[config.mk]
export PLATFORM = sky130hd
export DESIGN_NAME = floor_controller
export DESIGN_NICKNAME = d
export VERILOG_FILES = /design/src/rtl/car_pkg.sv /design/src/rtl/floor_pkg.sv /design/src/rtl/dispatch_control.sv /design/src/rtl/floor_controller.sv /design/src/rtl/request_latch.sv /design/src/rtl/request_queue.sv
export SDC_FILE = /design/constraint.sdc
export NUM_CORES = 1
export LEC_CHECK = 0
export BUFFER_PORTS_ARGS = -buffer_cell sky130_fd_sc_hd__buf_2
export CAP_MARGIN = 20
export CELL_PAD_IN_SITES_DETAIL_PLACEMENT = 1
export CELL_PAD_IN_SITES_GLOBAL_PLACEMENT = 1
export CORE_MARGIN = 1.5
export CORE_UTILIZATION = 49
export DETAILED_ROUTE_END_ITERATION = 10
export PLACE_DENSITY = 0.86
export SLEW_MARGIN = 5
export SYNTH_ARGS = -nofsm -noshare
export SYNTH_HDL_FRONTEND = slang
export SYNTH_SLANG_ARGS = --single-unit
[constraint.sdc]
create_clock -name clock -period 5.5 [get_ports clock]
set_clock_uncertainty 0.1 [all_clocks]
set_input_delay 0.275 -clock clock [delete_from_list [all_inputs] [get_ports clock]]
set_output_delay 0.275 -clock clock [all_outputs]
set_load 0.02 [all_outputs]
[src/rtl/car_pkg.sv]
// Car motion comes from an external motor controller that only reports stopped, up or down
`default_nettype none

package car_pkg;

    // Motion as reported by the motor controller
    typedef enum logic [1:0] {
        car_stopped = 2'd0,
        car_up      = 2'd1,
        car_down    = 2'd2
    } car_state_t;

    // Dispatch sequence of the request controller
    typedef enum logic [1:0] {
        disp_idle   = 2'd0,  // waiting for a queued floor
        disp_depart = 2'd1,  // target loaded and motor asked to start
        disp_travel = 2'd2,  // car on its way to the target
        disp_halted = 2'd3   // power off or emergency
    } dispatch_state_t;

endpackage

`default_nettype wire

[src/rtl/floor_pkg.sv]
// Floor 0 is the lowest landing and a 4-bit floor number caps the car at 16 floors
`default_nettype none

package floor_pkg;

    ////////////////////////////////////////////////////////////////////////////
    // Floor numbering
    ////////////////////////////////////////////////////////////////////////////

    // Width of every floor number on the ports
    localparam int FLOOR_BITS = 4;

    // Landings in the target building
    localparam int DEFAULT_FLOORS = 11;

    typedef logic [FLOOR_BITS-1:0] floor_t;

    // Car parks here out of reset
    localparam floor_t LOWEST_FLOOR = '0;

endpackage

`default_nettype wire

[src/rtl/dispatch_control.sv]
// Serves one floor at a time in queue order and relies on the motor controller to report stops
`default_nettype none
`timescale 1ns/1ns

module dispatch_control (
    input  wire                        clock,
    input  wire                        reset_n,
    input  wire                        emergency_btn,
    input  wire                        power_switch,
    input  wire  car_pkg::car_state_t  car_state,
    input  wire  floor_pkg::floor_t    current_floor,
    input  wire  floor_pkg::floor_t    head_floor,
    input  wire                        queue_empty,
    input  wire                        door_open_btn,
    input  wire                        door_close_btn,
    output logic                       pop,
    output logic                       arrive,
    output logic                       flush,
    output floor_pkg::floor_t          elevator_floor_selector,
    output logic                       direction_selector,
    output logic                       activate_elevator,
    output logic                       door_open_allowed,
    output logic                       door_close_allowed
);

    car_pkg::dispatch_state_t state;
    car_pkg::dispatch_state_t state_next;
    logic                     stopped;
    logic                     at_target;
    logic                     arrived;

    // Power loss or emergency drops every pending request
    assign flush = !power_switch || emergency_btn;

    assign stopped   = (car_state == car_pkg::car_stopped);
    assign at_target = stopped && (current_floor == elevator_floor_selector);

    ////////////////////////////////////////////////////////////////////////////
    // Next state
    ////////////////////////////////////////////////////////////////////////////

    always_comb begin
        state_next = state;
        pop        = 1'b0;
        arrived    = 1'b0;
        if (flush) begin
            state_next = car_pkg::disp_halted;
        end else begin
            case (state)
                car_pkg::disp_idle: begin
                    // Head is taken at the same edge the target loads
                    if (!queue_empty && stopped) begin
                        pop        = 1'b1;
                        state_next = car_pkg::disp_depart;
                    end
                end
                car_pkg::disp_depart: begin
                    // Target may already be the floor the car sits at
                    if (at_target) begin
                        arrived    = 1'b1;
                        state_next = car_pkg::disp_idle;
                    end else if (!stopped) begin
                        state_next = car_pkg::disp_travel;
                    end
                end
                car_pkg::disp_travel: begin
                    if (at_target) begin
                        arrived    = 1'b1;
                        state_next = car_pkg::disp_idle;
                    end
                end
                car_pkg::disp_halted: begin
                    state_next = car_pkg::disp_idle;
                end
                default: begin
                    state_next = car_pkg::disp_idle;
                end
            endcase
        end
    end

    ////////////////////////////////////////////////////////////////////////////
    // State, target and arrival strobe
    ////////////////////////////////////////////////////////////////////////////

    always_ff @(posedge clock or negedge reset_n) begin
        if (!reset_n) begin
            state                   <= car_pkg::disp_idle;
            arrive                  <= 1'b0;
            elevator_floor_selector <= floor_pkg::LOWEST_FLOOR;
            direction_selector      <= 1'b0;
        end else begin
            state  <= state_next;
            arrive <= arrived;
            // Target holds through a halt
            if (pop) begin
                elevator_floor_selector <= head_floor;
                direction_selector      <= (head_floor > current_floor);
            end
        end
    end

    assign activate_elevator = (state == car_pkg::disp_depart);

    // Doors only answer a stopped, powered car
    assign door_open_allowed  = door_open_btn && stopped && power_switch;
    assign door_close_allowed = door_close_btn && stopped && power_switch;

endmodule

`default_nettype wire

[src/rtl/floor_controller.sv]
// Floor count must stay between 2 and 16 and the car must report its floor on current_floor
`default_nettype none
`timescale 1ns/1ns

module floor_controller #(
    parameter int FLOOR_COUNT = floor_pkg::DEFAULT_FLOORS,
    // One slot per floor is enough since a lit floor is never queued again
    parameter int QUEUE_DEPTH = floor_pkg::DEFAULT_FLOORS
) (
    input  wire                        clock,
    input  wire                        reset_n,
    input  wire  [FLOOR_COUNT-1:0]     floor_call_buttons,
    input  wire  [FLOOR_COUNT-1:0]     panel_buttons,
    input  wire                        door_open_btn,
    input  wire                        door_close_btn,
    input  wire                        emergency_btn,
    input  wire                        power_switch,
    input  wire  floor_pkg::floor_t    current_floor,
    input  wire  car_pkg::car_state_t  car_state,
    output floor_pkg::floor_t          elevator_floor_selector,
    output logic                       direction_selector,
    output logic                       activate_elevator,
    output logic [FLOOR_COUNT-1:0]     call_button_lights,
    output logic [FLOOR_COUNT-1:0]     panel_button_lights,
    output logic                       door_open_allowed,
    output logic                       door_close_allowed
);

    // Request path
    logic              new_request;
    floor_pkg::floor_t new_floor;

    // Queue status
    floor_pkg::floor_t head_floor;
    logic              queue_empty;
    logic              queue_full;

    // Control strobes
    logic              pop;
    logic              arrive;
    logic              flush;

    request_latch #(
        .FLOOR_COUNT(FLOOR_COUNT)
    ) u_request_latch (
        .clock              (clock),
        .reset_n            (reset_n),
        .floor_call_buttons (floor_call_buttons),
        .panel_buttons      (panel_buttons),
        .current_floor      (current_floor),
        .queue_full         (queue_full),
        .flush              (flush),
        .arrive             (arrive),
        .call_button_lights (call_button_lights),
        .panel_button_lights(panel_button_lights),
        .new_request        (new_request),
        .new_floor          (new_floor)
    );

    request_queue #(
        .QUEUE_DEPTH(QUEUE_DEPTH)
    ) u_request_queue (
        .clock      (clock),
        .reset_n    (reset_n),
        .new_request(new_request),
        .new_floor  (new_floor),
        .pop        (pop),
        .flush      (flush),
        .head_floor (head_floor),
        .queue_empty(queue_empty),
        .queue_full (queue_full)
    );

    dispatch_control u_dispatch_control (
        .clock                  (clock),
        .reset_n                (reset_n),
        .emergency_btn          (emergency_btn),
        .power_switch           (power_switch),
        .car_state              (car_state),
        .current_floor          (current_floor),
        .head_floor             (head_floor),
        .queue_empty            (queue_empty),
        .door_open_btn          (door_open_btn),
        .door_close_btn         (door_close_btn),
        .pop                    (pop),
        .arrive                 (arrive),
        .flush                  (flush),
        .elevator_floor_selector(elevator_floor_selector),
        .direction_selector     (direction_selector),
        .activate_elevator      (activate_elevator),
        .door_open_allowed      (door_open_allowed),
        .door_close_allowed     (door_close_allowed)
    );

endmodule

`default_nettype wire

[src/rtl/request_latch.sv]
// Buttons are levels sampled on each rising edge and at most one request is taken per edge
`default_nettype none
`timescale 1ns/1ns

module request_latch #(
    parameter int FLOOR_COUNT = floor_pkg::DEFAULT_FLOORS
) (
    input  wire                          clock,
    input  wire                          reset_n,
    input  wire  [FLOOR_COUNT-1:0]       floor_call_buttons,
    input  wire  [FLOOR_COUNT-1:0]       panel_buttons,
    input  wire  floor_pkg::floor_t      current_floor,
    input  wire                          queue_full,
    input  wire                          flush,
    input  wire                          arrive,
    output logic [FLOOR_COUNT-1:0]       call_button_lights,
    output logic [FLOOR_COUNT-1:0]       panel_button_lights,
    output logic                         new_request,
    output floor_pkg::floor_t            new_floor
);

    logic [FLOOR_COUNT-1:0] lit;
    logic [FLOOR_COUNT-1:0] at_floor;
    logic [FLOOR_COUNT-1:0] panel_ok;
    logic [FLOOR_COUNT-1:0] call_ok;
    logic [FLOOR_COUNT-1:0] win;
    logic                   found;
    logic                   from_panel;
    logic [FLOOR_COUNT-1:0] panel_set;
    logic [FLOOR_COUNT-1:0] call_set;
    logic [FLOOR_COUNT-1:0] clear_mask;

    assign lit = call_button_lights | panel_button_lights;

    // One-hot position of the car
    always_comb begin
        for (int i = 0; i < FLOOR_COUNT; i++) begin
            at_floor[i] = (current_floor == floor_pkg::floor_t'(i));
        end
    end

    // A lit floor is never queued twice, whichever button lit it
    assign panel_ok = panel_buttons & ~at_floor & ~lit;
    assign call_ok  = floor_call_buttons & ~at_floor & ~lit;

    ////////////////////////////////////////////////////////////////////////////
    // Fixed priority pick
    ////////////////////////////////////////////////////////////////////////////

    // Panel before call, lower floor first
    always_comb begin
        found      = 1'b0;
        from_panel = 1'b0;
        win        = '0;
        new_floor  = floor_pkg::LOWEST_FLOOR;
        for (int i = 0; i < FLOOR_COUNT; i++) begin
            if (!found && panel_ok[i]) begin
                found      = 1'b1;
                from_panel = 1'b1;
                win[i]     = 1'b1;
                new_floor  = floor_pkg::floor_t'(i);
            end
        end
        for (int i = 0; i < FLOOR_COUNT; i++) begin
            if (!found && call_ok[i]) begin
                found     = 1'b1;
                win[i]    = 1'b1;
                new_floor = floor_pkg::floor_t'(i);
            end
        end
    end

    assign new_request = found && !queue_full && !flush;

    assign panel_set  = (new_request && from_panel) ? win : '0;
    assign call_set   = (new_request && !from_panel) ? win : '0;
    assign clear_mask = arrive ? at_floor : '0;

    always_ff @(posedge clock or negedge reset_n) begin
        if (!reset_n) begin
            call_button_lights  <= '0;
            panel_button_lights <= '0;
        end else if (flush) begin
            call_button_lights  <= '0;
            panel_button_lights <= '0;
        end else begin
            // Set and clear never hit the same floor since the winner is never here
            panel_button_lights <= (panel_button_lights & ~clear_mask) | panel_set;
            call_button_lights  <= (call_button_lights & ~clear_mask) | call_set;
        end
    end

endmodule

`default_nettype wire

[src/rtl/request_queue.sv]
// Push while full is not guarded here because the request latch stops pushing at full
`default_nettype none
`timescale 1ns/1ns

module request_queue #(
    parameter int QUEUE_DEPTH = floor_pkg::DEFAULT_FLOORS
) (
    input  wire                      clock,
    input  wire                      reset_n,
    input  wire                      new_request,
    input  wire  floor_pkg::floor_t  new_floor,
    input  wire                      pop,
    input  wire                      flush,
    output floor_pkg::floor_t        head_floor,
    output logic                     queue_empty,
    output logic                     queue_full
);

    localparam int PTR_BITS   = (QUEUE_DEPTH > 1) ? $clog2(QUEUE_DEPTH) : 1;
    localparam int COUNT_BITS = $clog2(QUEUE_DEPTH + 1);

    floor_pkg::floor_t     slots [QUEUE_DEPTH];
    logic [PTR_BITS-1:0]   wr_ptr;
    logic [PTR_BITS-1:0]   rd_ptr;
    logic [COUNT_BITS-1:0] count;
    logic                  do_pop;

    // Circular step that wraps at the last slot
    function automatic logic [PTR_BITS-1:0] advance(input logic [PTR_BITS-1:0] ptr);
        if (ptr == PTR_BITS'(QUEUE_DEPTH - 1)) begin
            return '0;
        end
        return ptr + 1'b1;
    endfunction

    assign do_pop = pop && !queue_empty;

    ////////////////////////////////////////////////////////////////////////////
    // Storage
    ////////////////////////////////////////////////////////////////////////////

    always_ff @(posedge clock) begin
        if (new_request) begin
            slots[wr_ptr] <= new_floor;
        end
    end

    ////////////////////////////////////////////////////////////////////////////
    // Pointers and occupancy
    ////////////////////////////////////////////////////////////////////////////

    always_ff @(posedge clock or negedge reset_n) begin
        if (!reset_n) begin
            wr_ptr <= '0;
            rd_ptr <= '0;
            count  <= '0;
        end else if (flush) begin
            wr_ptr <= '0;
            rd_ptr <= '0;
            count  <= '0;
        end else begin
            if (new_request) begin
                wr_ptr <= advance(wr_ptr);
            end
            if (do_pop) begin
                rd_ptr <= advance(rd_ptr);
            end
            // Push and pop together leave the count alone
            case ({new_request, do_pop})
                2'b10:   count <= count + 1'b1;
                2'b01:   count <= count - 1'b1;
                default: count <= count;
            endcase
        end
    end

    assign head_floor  = slots[rd_ptr];
    assign queue_empty = (count == '0);
    assign queue_full  = (count == COUNT_BITS'(QUEUE_DEPTH));

endmodule

`default_nettype wire

==> metrics.md <==
| Metric | Value |
|---|---|
| Global-route total usage across every layer | `0.307` |
| Part of the total power dissipated in combinational logic | `0.103` |
| Final core area utilization | `0.580` |
| Die X | `102 microns` |
| Hold buffer count at cts | `1` |
| Number of failing setup endpoints in the final timing report | `0` |
| Peak supply drop | `around 110 uV` |
| Cts repair resizes | `0` |
| Number of antenna diodes | `0` |
| Slowest cell delay on critical path | `roughly 640 ps` |
| Data required time at the worst endpoint | `roughly 5700 ps` |
| Internal power summed over all cells | `between 0.9 and 1 mW` |
| Startpoint type of the worst setup path | `input pin` |
| Hold violation count in the final report | `0` |
| Worst Path Max Fanout | `14` |
| Number of synthesized register bits | `86` |
| H-tree levels | `3` |
| Wire length of the first global-routing pass | `~23000 microns` |
| CTS root buf | `clkbuf_8` |
| Switching power of the nets | `approximately 0.35 mW` |
| Cell breakdown of the critical path | `buf_2 > nor4bb_1 > nor4b_1 > nor4b_2 > and4_1 > a311oi_2 > inv_2 > ha_1 > ha_1 > a21o_1 > a21oi_1 > xor2_1 > or3_1 > a21oi_1` |
| Flip-flop cell with the highest count after synthesis | `edfxtp_1` |
| Post-synthesis net count | `approximately 480` |
| Clock power frac | `0.363` |
| Setup repair after global routing missed its margin | `no` |
| Share of post-route cells with drive strength above 1 | `0.226` |
| Total detailed-routing wirelength | `between 10000 and 15000 microns` |
| Worst-margin pin slew | `1010 ps` |
| Post-route DRC violation count | `0` |
| Pin count of the biggest net entering global routing | `43` |
| Clock period minus worst slack | `between 4000 and 5000 ps` |
| Clock tree sinks | `between 80 and 90` |
| Number of detailed-routing iterations run before antenna repair | `5` |
| Post-CTS setup-driven buffer insertion count | `0` |
| Total of warnings raised by yosys | `0` |
| Global placement routability congestion | `between 0.9 and 1` |
| Most common library cell in the layout ignoring fill and taps | `buf_2` |
| Clock buffer depth | `2` |
| Post-synth EDFFs | `44` |
| Area of the die | `about 10000 sq um` |
| Detailed placement HPWL | `approximately 11000 microns` |
| Layout area overhead | `13.6%` |
| Register area share after synthesis | `0.499` |
| Static leakage power | `2.23 nW` |
| Post-DRT Antenna Nets | `0` |
| Violation count after the first detailed-route iteration | `between 200 and 300` |
| Post-synth cell types | `71` |
| Fraction of power spent switching nets | `0.270` |
| Via total after detailed routing | `around 4.1k` |
| DR vias/cell | `about 6.5` |
| Power per standard cell area | `around 240 nW/um^2` |
| WHS | `143 ps` |
| Starting density of the core | `0.510` |
| Type of destination of the critical path | `flip-flop` |
| Slowest cell on the critical path | `nor4b_2` |
| Final Max Tran Viols | `0` |
| Rel. slew slack | `0.320` |
| Num CTS Buffers | `9` |
| Placed Instances | `a little over 600` |
| Overall Power | `around 1.3 mW` |
| Critical Setup Path Class | `input pin to flip-flop` |
| Average wire length per cell after detail routing | `23.8 microns` |
| Commonest non-fill, non-tap cells in the layout | `buf_2 (63), edfxtp_1 (44), dfrtp_1 (42), nor2_1 (41), nand2_1 (36)` |
| Maxcap violations | `0` |
| Antenna violations before repair | `0` |
| Outcome | `finished, final reports clean` |
| Max Freq | `246 MHz` |
| Portion of the clock cycle consumed by the worst path in the final layout | `0.740` |
| Worst path bufs/invs | `2` |
| Y dimension of the die | `a little over 100 microns` |
| Via count of the first global-routing pass | `between 4k and 5k` |
| Mean Syn Cell Area | `between 10 and 15 sq um` |
| Net count, final | `between 500 and 600` |
| Total global routing overflow | `0` |
| Latest clock arrival within the worst-skew pair | `roughly 360 ps` |
| Placeable core region | `between 9000 and 10000 sq um` |
| Clock slew at the register clock pins of the worst setup and hold paths | `around 90 ps` |
| Async set-or-reset flop fraction in the synthesized netlist | `0.488` |
| Setup total negative slack | `0 ps` |
| Kind of cell with the highest combined delay on the critical path | `simple AND/OR/NAND/NOR gates` |
| Post-Syn Instances | `between 400 and 500` |
| Post-Syn Area | `approximately 4800 sq um` |
| Row Count | `35` |
| Top-level port count | `64` |
| Post-layout instance count excluding filler cells | `630` |
| TritonCTS clock tree | `done` |
| Path class of the lowest-slack min-delay path | `input pin to flip-flop` |
| Crit path DAT | `4270 ps` |
| IO buf count | `63` |
| Share of total power in sequential cells | `0.533` |
-- tightest hold or removal path, stage by stage --
cell and delay, ps:
buf_2 120, nand4_1 100, o21ai_1 70
-- final cells by class --
class / count / area, sq um
Clock buffer: 9 / 124
Clock inverter: 7 / 80.1
Fill cell: 1047 / 3920
Inverter: 13 / 48.8
Multi-Input combinational cell: 318 / 2260
Sequential cell: 86 / 2370
Tap cell: 129 / 161
Timing Repair Buffer: 68 / 365
-- stage by stage --
| stage | setup slack [ps] | instance area (sq um) |
|---|---|---|
| 2_1_floorplan | 1850 | 4760 |
| 3_3_place_gp | 1450 | 5170 |
| 3_5_place_dp | 1260 | 5170 |
| 4_1_cts | 1530 | 5380 |
| 5_1_grt | 1220 | 5410 |
| 6_report | 1430 | 5410 |
-- power groups by stage --
stage,clock network (mW),logic [mW],registers (mW)
2_1_floorplan,0,0.0750,0.702
3_3_place_gp,0,0.119,0.702
3_5_place_dp,0,0.127,0.703
4_1_cts,0.472,0.129,0.689
5_1_grt,0.494,0.143,0.690
6_report,0.469,0.133,0.689
-- synthesized netlist by cell type (all sizes together) (8+ instances only) --
cell / n / area (sq um)
a21oi: 17 / 85.1
and3: 14 / 92.6
buf: 8 / 40.0
clkbuf: 11 / 41.3
dfrtp: 42 / 1050
edfxtp: 44 / 1320
ha: 13 / 163
inv: 13 / 48.8
mux2i: 11 / 110
mux4: 8 / 180
nand2: 36 / 135
nand2b: 8 / 50.1
nand3: 25 / 125
nor2: 42 / 160
nor2b: 8 / 50.1
nor3: 19 / 100
nor4: 9 / 62.6
nor4b: 10 / 121
o21ai: 17 / 85.1
-- flip-flops by register name, summed over array words and instances, names as in the netlist --
register / flops
u_request_queue.slots: 44
u_request_latch.call_button_lights: 11
u_request_latch.panel_button_lights: 11
u_dispatch_control.elevator_floor_selector: 4
u_request_queue.count: 4
u_request_queue.rd_ptr: 4
u_request_queue.wr_ptr: 4
u_dispatch_control.state: 2
u_dispatch_control.arrive: 1
u_dispatch_control.direction_selector: 1
-- cells by family after synthesis --
| family | count (synthesis) | synth area share |
|---|---|---|
| compound gates | 72 | 0.110 |
| xor+xnor | 8 | 0.0147 |
| mux | 22 | 0.0681 |
| simple gates | 202 | 0.243 |
| flops | 86 | 0.499 |
| fa+ha+maj | 14 | 0.0384 |
| buf+inv | 32 | 0.0273 |
-- final timing paths --
path | from | endpoint | slack, ps | depth (start not counted)
worst min-delay path | panel_buttons[2] | u_request_latch.panel_button_lights[2] | 140 | 3
worst max-delay path | current_floor[2] | u_request_queue.count[3] | 1430 | 14
max in group asynchronous | reset_n | u_request_queue.wr_ptr[3] | 4530 | 3
worst max register to register | u_request_latch.panel_button_lights[5] | u_request_queue.count[3] | 1450 | 12
min in group asynchronous | reset_n | u_dispatch_control.elevator_floor_selector[0] | 280 | 2
worst min register to register | u_dispatch_control.direction_selector | u_dispatch_control.direction_selector | 450 | 2
-- per-layer routing --
| layer | vias up | global-route usage | wire (microns) |
|---|---|---|---|
| met5 | - | 0 | 0 |
| met4 | 0 | 0.152 | 508 |
| met1 | 2051 | 0.384 | 5950 |
| li1 | 1788 | - | - |
| met3 | 49 | 0.0580 | 1150 |
| met2 | 207 | 0.511 | 7380 |
No activity file was read; power rests on OpenSTA's default activity.
